===== config.mk =====
export PLATFORM = sky130hd
export DESIGN_NAME = umi_fanout_top
export DESIGN_NICKNAME = d
export VERILOG_FILES = /design/src/rtl/umi_pkg.sv /design/src/rtl/umi_fanout_top.sv /design/src/rtl/umi_router.sv /design/src/rtl/umi_stall_timer.sv /design/src/rtl/umi_fanout_ctrl.sv /design/src/rtl/umi_ingress_stage.sv
export SDC_FILE = /design/constraint.sdc
export NUM_CORES = 1
export LEC_CHECK = 0
export BUFFER_PORTS_ARGS = -buffer_cell sky130_fd_sc_hd__buf_2
export CAP_MARGIN = 5
export CORE_AREA = 2 2 442 444
export CTS_CLUSTER_SIZE = 16
export DETAILED_ROUTE_END_ITERATION = 10
export DIE_AREA = 0 0 444 446
export SLEW_MARGIN = 25
export SYNTH_ARGS = -nofsm -noshare
export SYNTH_HDL_FRONTEND = slang
export SYNTH_SLANG_ARGS = --single-unit

===== constraint.sdc =====
create_clock -name clk -period 12.4 [get_ports clk]
set_input_delay 0.62 -clock clk [delete_from_list [all_inputs] [get_ports clk]]
set_output_delay 0.62 -clock clk [all_outputs]
set_load 0.1 [all_outputs]

===== src/rtl/umi_pkg.sv =====
/*
 * Fixed UMI width set shared by the fanout subsystem.
 * Port index field sits in dstaddr[47:40], so at most 256 ports.
 * Opcode is the low 5 bits of cmd. Other cmd fields are not decoded.
 */
package umi_pkg;

   localparam int UMI_CW = 32;     // command width
   localparam int UMI_AW = 64;     // address width
   localparam int UMI_DW = 64;     // payload width
   localparam int UMI_OPC_W = 5;   // opcode field in cmd

   // destination address field that picks the output port
   localparam int PORT_SEL_LSB = 40;
   localparam int PORT_SEL_W = 8;

   typedef logic [UMI_CW-1:0] umi_cmd_t;
   typedef logic [UMI_AW-1:0] umi_addr_t;
   typedef logic [UMI_DW-1:0] umi_data_t;
   typedef logic [UMI_OPC_W-1:0] umi_opc_t;
   typedef logic [PORT_SEL_W-1:0] umi_port_idx_t;

   // deliver to every port, address index ignored
   localparam umi_opc_t UMI_OPC_BCAST = 5'h0F;

   // whole packet, 224 bits, cmd in the top bits
   typedef struct packed {
      umi_cmd_t  cmd;
      umi_addr_t dstaddr;
      umi_addr_t srcaddr;
      umi_data_t data;
   } umi_pkt_t;

   // controller sequencing
   typedef enum logic [1:0] {
      FS_IDLE = 2'd0, // ready for a new packet
      FS_SEND = 2'd1, // valids up, waiting on all selected ports
      FS_DROP = 2'd2  // one cycle, drop pulse out
   } fanout_state_e;

endpackage

===== src/rtl/umi_fanout_top.sv =====
/*
 * UMI address-routed fanout, one packet held at a time.
 * Port picked by dstaddr[47:40], broadcast opcode goes to all M ports.
 * Packet delivered only when all selected ports are ready together.
 * Drops reported on drop_stall and drop_badaddr, one cycle each.
 */
`timescale 1ns/100ps

module umi_fanout_top
   import umi_pkg::*;
   #(
   parameter int M           = 4,  // output ports, 1 to 256
   parameter int STALL_LIMIT = 16  // stalled cycles before drop
   )
   (
   input  logic                 clk,
   input  logic                 rst_n,
   // inbound
   input  logic                 umi_in_valid,
   input  umi_pkt_t             umi_in_pkt,
   output logic                 umi_in_ready,
   // outbound, one lane per port
   output logic     [M-1:0]     umi_out_valid,
   output umi_pkt_t [M-1:0]     umi_out_pkt,
   input  logic     [M-1:0]     umi_out_ready,
   // status pulses
   output logic                 drop_stall,
   output logic                 drop_badaddr
   );

   logic         load;
   umi_pkt_t     hold_pkt;
   logic [M-1:0] hold_sel;
   logic         send;
   logic         route_ready;
   logic         timer_run;
   logic         stall_expired;

   umi_ingress_stage #(.M(M)) ingress0 (
      .clk      (clk),
      .rst_n    (rst_n),
      .load     (load),
      .in_pkt   (umi_in_pkt),
      .hold_pkt (hold_pkt),
      .hold_sel (hold_sel)
   );

   umi_fanout_ctrl #(.M(M)) ctrl0 (
      .clk           (clk),
      .rst_n         (rst_n),
      .in_valid      (umi_in_valid),
      .in_ready      (umi_in_ready),
      .load          (load),
      .hold_sel      (hold_sel),
      .route_ready   (route_ready),
      .send          (send),
      .timer_run     (timer_run),
      .stall_expired (stall_expired),
      .drop_stall    (drop_stall),
      .drop_badaddr  (drop_badaddr)
   );

   umi_stall_timer #(.STALL_LIMIT(STALL_LIMIT)) timer0 (
      .clk           (clk),
      .rst_n         (rst_n),
      .timer_run     (timer_run),
      .stall_expired (stall_expired)
   );

   umi_router #(.M(M)) router0 (
      .send        (send),
      .hold_pkt    (hold_pkt),
      .hold_sel    (hold_sel),
      .out_valid   (umi_out_valid),
      .out_pkt     (umi_out_pkt),
      .out_ready   (umi_out_ready),
      .route_ready (route_ready)
   );

endmodule


===== src/rtl/umi_router.sv =====
/*
 * Combinational fanout of one packet to M ports.
 * Every port sees the same packet, valid only where selected.
 * Ready is the AND of all valid ports, no per-port service.
 */
`timescale 1ns/100ps

module umi_router
   import umi_pkg::*;
   #(
   parameter int M = 4 // number of output ports
   )
   (
   input  logic                 send,       // controller in FS_SEND
   input  umi_pkt_t             hold_pkt,
   input  logic     [M-1:0]     hold_sel,
   output logic     [M-1:0]     out_valid,
   output umi_pkt_t [M-1:0]     out_pkt,
   input  logic     [M-1:0]     out_ready,
   output logic                 route_ready // all valid ports ready
   );

   assign out_valid = send ? hold_sel : '0;

   // same packet on every port
   assign out_pkt = {M{hold_pkt}};

   // unselected ports never block
   assign route_ready = &(~out_valid | out_ready);

endmodule


===== src/rtl/umi_stall_timer.sv =====
/*
 * Stall cycle counter, restarts whenever timer_run drops.
 * stall_expired rises on the STALL_LIMIT-th consecutive stalled cycle.
 * STALL_LIMIT must be 1 or more.
 */
`timescale 1ns/100ps

module umi_stall_timer
   #(
   parameter int STALL_LIMIT = 16 // stalled cycles before drop
   )
   (
   input  logic clk,
   input  logic rst_n,
   input  logic timer_run,    // send active, route not ready
   output logic stall_expired
   );

   localparam int CNT_W = (STALL_LIMIT > 1) ? $clog2(STALL_LIMIT) : 1;
   localparam logic [CNT_W-1:0] CNT_LAST = CNT_W'(STALL_LIMIT - 1);

   logic [CNT_W-1:0] cnt;

   assign stall_expired = timer_run & (cnt == CNT_LAST);

   always_ff @(posedge clk) begin
      if (!rst_n) begin
         cnt <= '0;
      end else if (!timer_run) begin
         cnt <= '0;           // fresh start per packet
      end else if (cnt != CNT_LAST) begin
         cnt <= cnt + 1'b1;   // hold at limit
      end
   end

endmodule


===== src/rtl/umi_fanout_ctrl.sv =====
/*
 * Accept / send / drop sequencer, one packet in flight.
 * in_ready high only in FS_IDLE, so best case is one packet per two cycles.
 * Empty select goes to FS_DROP from FS_SEND without raising any valid.
 * Drop pulses last exactly the one FS_DROP cycle.
 */
`timescale 1ns/100ps

module umi_fanout_ctrl
   import umi_pkg::*;
   #(
   parameter int M = 4 // number of output ports
   )
   (
   input  logic         clk,
   input  logic         rst_n,
   input  logic         in_valid,
   output logic         in_ready,
   output logic         load,          // capture strobe to ingress stage
   input  logic [M-1:0] hold_sel,
   input  logic         route_ready,   // all selected ports ready
   output logic         send,          // gates router valids
   output logic         timer_run,     // stalled send cycle
   input  logic         stall_expired,
   output logic         drop_stall,
   output logic         drop_badaddr
   );

   fanout_state_e state;
   fanout_state_e state_nxt;
   logic          sel_any;
   logic          drop_is_stall; // reason for the current FS_DROP

   assign sel_any   = |hold_sel;
   assign in_ready  = (state == FS_IDLE);
   assign load      = in_ready & in_valid;  // accept edge
   assign send      = (state == FS_SEND) & sel_any;
   assign timer_run = send & ~route_ready;

   // pulses straight from state, reason picks which one
   assign drop_stall   = (state == FS_DROP) & drop_is_stall;
   assign drop_badaddr = (state == FS_DROP) & ~drop_is_stall;

   always_comb begin
      state_nxt = state;
      case (state)
         FS_IDLE: begin
            if (load) state_nxt = FS_SEND;
         end
         FS_SEND: begin
            if (!sel_any) begin
               state_nxt = FS_DROP;     // nowhere to go
            end else if (route_ready) begin
               state_nxt = FS_IDLE;     // delivered this edge
            end else if (stall_expired) begin
               state_nxt = FS_DROP;     // waited too long
            end
         end
         FS_DROP: state_nxt = FS_IDLE;
         default: state_nxt = FS_IDLE;
      endcase
   end

   always_ff @(posedge clk) begin
      if (!rst_n) begin
         state         <= FS_IDLE;
         drop_is_stall <= 1'b0;
      end else begin
         state <= state_nxt;
         // latch reason on the way into FS_DROP
         if (state == FS_SEND && state_nxt == FS_DROP) begin
            drop_is_stall <= sel_any;
         end
      end
   end

endmodule


===== src/rtl/umi_ingress_stage.sv =====
/*
 * Single-entry packet holding register with port decode.
 * Broadcast opcode selects all M ports.
 * Index of M or more decodes to an empty select (bad address).
 * Packet and select change only on load.
 */
`timescale 1ns/100ps

module umi_ingress_stage
   import umi_pkg::*;
   #(
   parameter int M = 4 // number of output ports, 1 to 256
   )
   (
   input  logic         clk,
   input  logic         rst_n,
   input  logic         load,     // accept strobe from controller
   input  umi_pkt_t     in_pkt,
   output umi_pkt_t     hold_pkt, // packet under delivery
   output logic [M-1:0] hold_sel  // one-hot, all ones or zero
   );

   umi_opc_t      opc;
   umi_port_idx_t port_idx;
   logic [M-1:0]  sel_dec;

   assign opc      = in_pkt.cmd[UMI_OPC_W-1:0];
   assign port_idx = in_pkt.dstaddr[PORT_SEL_LSB +: PORT_SEL_W];

   // decode on the input side so select lands with the packet
   always_comb begin
      sel_dec = '0;
      if (opc == UMI_OPC_BCAST) begin
         sel_dec = '1; // every port
      end else begin
         for (int i = 0; i < M; i++) begin
            // index >= M never matches, leaves zero
            sel_dec[i] = (port_idx == umi_port_idx_t'(i));
         end
      end
   end

   // select is control, cleared in reset
   always_ff @(posedge clk) begin
      if (!rst_n) begin
         hold_sel <= '0;
      end else if (load) begin
         hold_sel <= sel_dec;
      end
   end

   // payload only, no reset
   always_ff @(posedge clk) begin
      if (load) begin
         hold_pkt <= in_pkt;
      end
   end

endmodule


[Yosys cells after proc, flatten, opt, wreduce, memory -nomap -nowiden]
Index checks and enable logic that the tools add are counted.
Cells by class
  add/sub/neg operators: 1
  div/mod/pow operators: 0
  equal/unequal tests: 9
  multiply operators: 0
  bitwise operators: 10
  mux-type cells: 7
  reduce and logical (&&, ||, !) cells: 6
  $lt $le $gt $ge: 0
  shift-type cells: 0
Operator list (number)
  $eq A8 B2 Y1 const B: 2
  $eq A8 B1 Y1 const B: 1
  $logic_not A8 Y1: 1
  $mux W2: 4
  $mux W4: 2
  $and A1 B1 Y1: 6
  $eq A5 B4 Y1 const B: 1
  $add A4 B1 Y4 const B: 1
  $eq A2 B2 Y1 const B: 2
  $eq A4 B4 Y1 const B: 1
  $ne A4 B4 Y1 const B: 1
  $not A4 Y4: 1
  $or A4 B4 Y4: 1
  $pmux W2 S2: 1
  $reduce_and A4 Y1: 1
  $reduce_or A4 Y1: 1
  $eq A2 B1 Y1 const B: 1
  $logic_not A2 Y1: 1
  $not A1 Y1: 2
  $reduce_and A2 Y1: 1
  $logic_and A1 B1 Y1: 1
Word-level totals
  register bits after elaboration: 235
  word-level logic and storage cells: 41
  output and inout port bits: 903
  bits in latches: 0
  bits of input ports: 231
  bits in read-only memories: 0
  bits in writable memories: 0
  memories kept: 0

[Logic depth before layout (Yosys ltp)]
  depth after elaboration: 15
  mapped depth: 5
  mapped depth without buffers: 4

[Cells and area by module]
From an unflattened synthesis, not the netlist that was laid out.
Second synthesis, totals
  cells, all modules: 1189
  area total of the unflattened synthesis: 14109.8 µm²
Modules (own cells, without submodules)
  umi_ingress_stage: instances 1, cells an instance 243, sequential area each 6806.5 µm², area an instance 6934.2 µm²
  umi_router: instances 1, cells an instance 905, sequential area each 0.0 µm², area an instance 6800.3 µm²
  umi_stall_timer: instances 1, cells an instance 21, sequential area each 80.1 µm², area an instance 202.7 µm²
  umi_fanout_ctrl: instances 1, cells an instance 20, sequential area each 60.1 µm², area an instance 172.7 µm²

[Worst setup path after synthesis]
Ideal clock, no wire load.
  path kind: input port to flip-flop
  from: input port umi_in_valid
  to: register ingress0.hold_sel[2]
  stages on the path: 4
  path buffers: 0
  arrival time: 10.055 ns
  setup time: 0.128 ns
  required time: 12.272 ns
  setup slack: 2.217 ns
  cells stage by stage: nor3b_2 -> o21ai_2 -> a31oi_1 -> nor2_1
On the way
  cells in the longest elaborated chain, start to end: 1
Ends and longest elaborated chain
  start, declared: RTL line umi_fanout_top.sv:19  | input logic umi_in_valid,
  $and A1 B1 Y1: RTL line umi_fanout_ctrl.sv:36  | assign load = in_ready & in_valid;
  end signal, assigned: RTL line umi_ingress_stage.sv:48  | hold_sel <= sel_dec;
  end, declared: RTL line umi_ingress_stage.sv:20  | output logic [M-1:0] hold_sel
Every way passes these cells.
A chain may end at the register's enable or synchronous reset.

[Worst setup path in the final report]
  from: register ctrl0.state[1]
  to: register ingress0.hold_pkt[10] (netlist name)
On the way
  cells in the longest elaborated chain, start to end: 2
Ends and longest elaborated chain
  start, declared: RTL line umi_fanout_ctrl.sv:29  | fanout_state_e state;
  start signal, assigned: RTL line umi_fanout_ctrl.sv:69  | state <= state_nxt;
  $logic_not A2 Y1: RTL line umi_fanout_ctrl.sv:35  | assign in_ready = (state == FS_IDLE);
  $and A1 B1 Y1: RTL line umi_fanout_ctrl.sv:36
  net ctrl0.load: RTL line umi_fanout_ctrl.sv:19  | output logic load,
The timed path passes the listed nets, and every way through them passes these cells.

==> results.py <==
metrics = {
    "worst_setup_path": {
        "cp_max_fo": 64,
        "required_ns": 12.65,
        "path_cells": "nor3b_4 -> buf_4 -> buf_4",
        "slowest_stage": "buf_4",
        "cp-start-kind": "flop",
        "arrival_ns": 3.52,
        "crit_family": "buffers and inverters",
        "critPathBufInv": 2,
        "slowest_delay_ns": 0.81,
        "crit_top_cell": "buf_4",
        "endpoint_kind": "flop",
        "setup.worst_path.class": "reg -> reg",
    },
    "synthesis": {
        "mappedNetlistArea_um2": 12400,
        "ys_warn_count": 0,
        "ys_seq_elements": 235,
        "synth-seq-area-share": 0.561,
        "yosysUniqueCellTypes": 35,
        "postSynthCellCount": 964,
        "synth_nets": 1196,
        "avgSynthCellArea_um2": 12.8,
    },
    "power_and_ir_drop": {
        "vdd_drop_max_v": 0.000103,
        "cellPowerDensity_nw_per_um2": 227,
        "p_leak_nw": 7.32,
    },
    "global_routing": {
        "antenna_found_initial": 85,
        "grt-ovfl-total": 0,
        "grt_pass1_wl_mm": 128,
        "grt_use_total": 0.110,
        "grt_max_degree": 65,
        "grt_pass1_vias": 7543,
    },
    "timing": {
        "hold_viol_final": 0,
        "rsz0062_at_grt": "no",
        "max_freq_ghz": 0.306,
        "period_needed_ns": 3.27,
        "fin_skew_ns": 0.0367,
        "slew_violations": 0,
        "setup_violations": 0,
        "worst_pin_slew_ns": 1.10,
        "fin_crit_sh": 0.264,
        "relSlewSlack": 0.266,
        "setup_tns_ns": 0,
    },
    "final_layout": {
        "post-route-util": 0.0887,
        "drive_gt1_frac": 0.801,
        "syn_to_final_growth_pct": 38.7,
        "most-common-layout-cells": "1,133 x buf_2, 224 x edfxtp_1, 27 x clkbuf_16",
        "finalNetCount": 1690,
        "final_common_cell": "buf_2",
    },
    "floorplan": {
        "start_util": 0.0640,
        "die_w_um": 444,
        "dieArea_um2": 198000,
        "core_um2": 194000,
        "ios": 1134,
        "die_h_um": 446,
        "rows": 162,
    },
    "route": {
        "wl_mm": 117,
        "routedWlPerCell_um": 28.9,
        "vias": 9688,
        "drcViolationCount": 0,
        "vias_per_cell": 2.39,
        "postRouteAntennaNets": 0,
        "drt_iter0_markers": 1405,
        "dr.pass1.iters": 5,
    },
    "cts": {
        "cts_tree": "done",
        "clk_pin_slew_ns": 0.07,
        "htreeDepth": 1,
        "clock_latency_ns": 0.62,
        "clock-sinks": 235,
        "cts_hold_buf": 0,
        "post_cts_resized": 0,
        "numCtsBuffers": 27,
        "ctsLongestPathBuffers": 3,
        "cts_root_buffer": "clkbuf_16",
        "cts_setup_buffers": 0,
    },
    "run_status": {
        "status": "finished clean",
    },
    "placement": {
        "dp_hpwl_mm": 104,
        "gp_congestion": 0.906,
        "numPortBuffers": 1133,
    },
    "worst_hold_path": {
        "holdCritPathClass": "in -> reg",
    },
    "flow_run": {
        "drv_cap": 0,
    },
}
-- logic make-up (layout without fill, tap and decap cells) --
group,Yosys count,in the layout,share of synthesized area
other,0,27,0
XOR/XNOR,1,1,0.000707
AO/OA/AOI/OAI,16,16,0.0100
buffers and inverters,674,1187,0.408
multiplexers,1,1,0.000808
flip-flops,235,235,0.561
AND/OR/NAND/NOR,36,36,0.0184
adder cells (fa/ha/maj),1,1,0.00101
-- power by group --
group	internal (mW)	total [mW]	switching, mW	leakage, nW
combinational	0.164	1.92	1.75	4.65
sequential	0.949	1.16	0.211	2.24
clock	0.447	0.818	0.371	0.426
-- per-stage QoR --
| stage | area, um2 | hold slack (ns) | total power, mW | setup slack (ns) | instances |
|---|---|---|---|---|---|
| floorplan | 12400 | 0.447 | 2.85 | 2.22 | 964 |
| global placement | 16200 | 0.469 | 3.11 | 8.92 | 3970 |
| detailed placement | 16200 | 0.472 | 3.12 | 8.76 | 3971 |
| CTS | 17100 | 0.0833 | 3.95 | 9.12 | 4019 |
| global route | 17100 | 0.117 | 3.98 | 8.93 | 4023 |
| finish | 17200 | 0.167 | 3.89 | 9.13 | 4046 |
-- per-layer routing --
metal / global-route usage / routed length, um
met1: 0.118 / 38500
met2: 0.208 / 62400
met3: 0.0346 / 12700
met4: 0.0260 / 3310
met5: 0.00684 / 227
-- registers in the layout, indices dropped and copies added, names as in the netlist --
| register | cells |
|---|---|
| ctrl0.drop_is_stall | 1 |
| timer0.cnt | 4 |
| ingress0.hold_sel | 4 |
| ctrl0.state | 2 |
| ingress0.hold_pkt | 224 |
-- cells in the mapped netlist (all sizes together) --
library cell,count,share of area
a211oi,1,0.00061
a21boi,1,0.00061
a21oi,2,0.00081
a22oi,1,0.00061
a31oi,3,0.0015
and2,4,0.0020
and3,1,0.00051
and3b,2,0.0014
buf,672,0.41
clkbuf,1,0.00030
dfxtp,11,0.018
edfxtp,224,0.54
ha,1,0.0010
inv,1,0.00030
mux2i,1,0.00081
nand2,3,0.00091
nand2b,1,0.00051
nand3,1,0.00040
nand4,1,0.00051
nor2,10,0.0030
nor2b,5,0.0025
nor3,2,0.0012
nor3b,2,0.0016
nor4,2,0.0022
o21ai,5,0.0023
o31ai,1,0.00061
o41ai,2,0.0029
or4,2,0.0015
xor2,1,0.00071
-- final timing paths --
check	endpoint	cells past startpoint	slack (ns)	start
setup reg to reg	ingress0.hold_pkt[10]	3	9.13	ctrl0.state[1]
hold / removal	ingress0.hold_pkt[61]	1	0.17	umi_in_pkt[61]
setup / recovery	ingress0.hold_pkt[10]	3	9.13	ctrl0.state[1]
hold reg to reg	ctrl0.drop_is_stall	2	0.49	ctrl0.drop_is_stall
-- final cells by class --
| cell class | instances | area [um2] |
|---|---|---|
| inverters | 1 | 3.75 |
| well taps | 2542 | 3180 |
| clock buffers | 31 | 691 |
| repair buffers | 1138 | 5730 |
| flip-flops and latches | 235 | 6950 |
| fillers | 22300 | 176000 |
| diodes | 27 | 67.6 |
| multi-input cells | 55 | 389 |
| clock inverters | 17 | 170 |
Power figures use the tool's default switching activity.
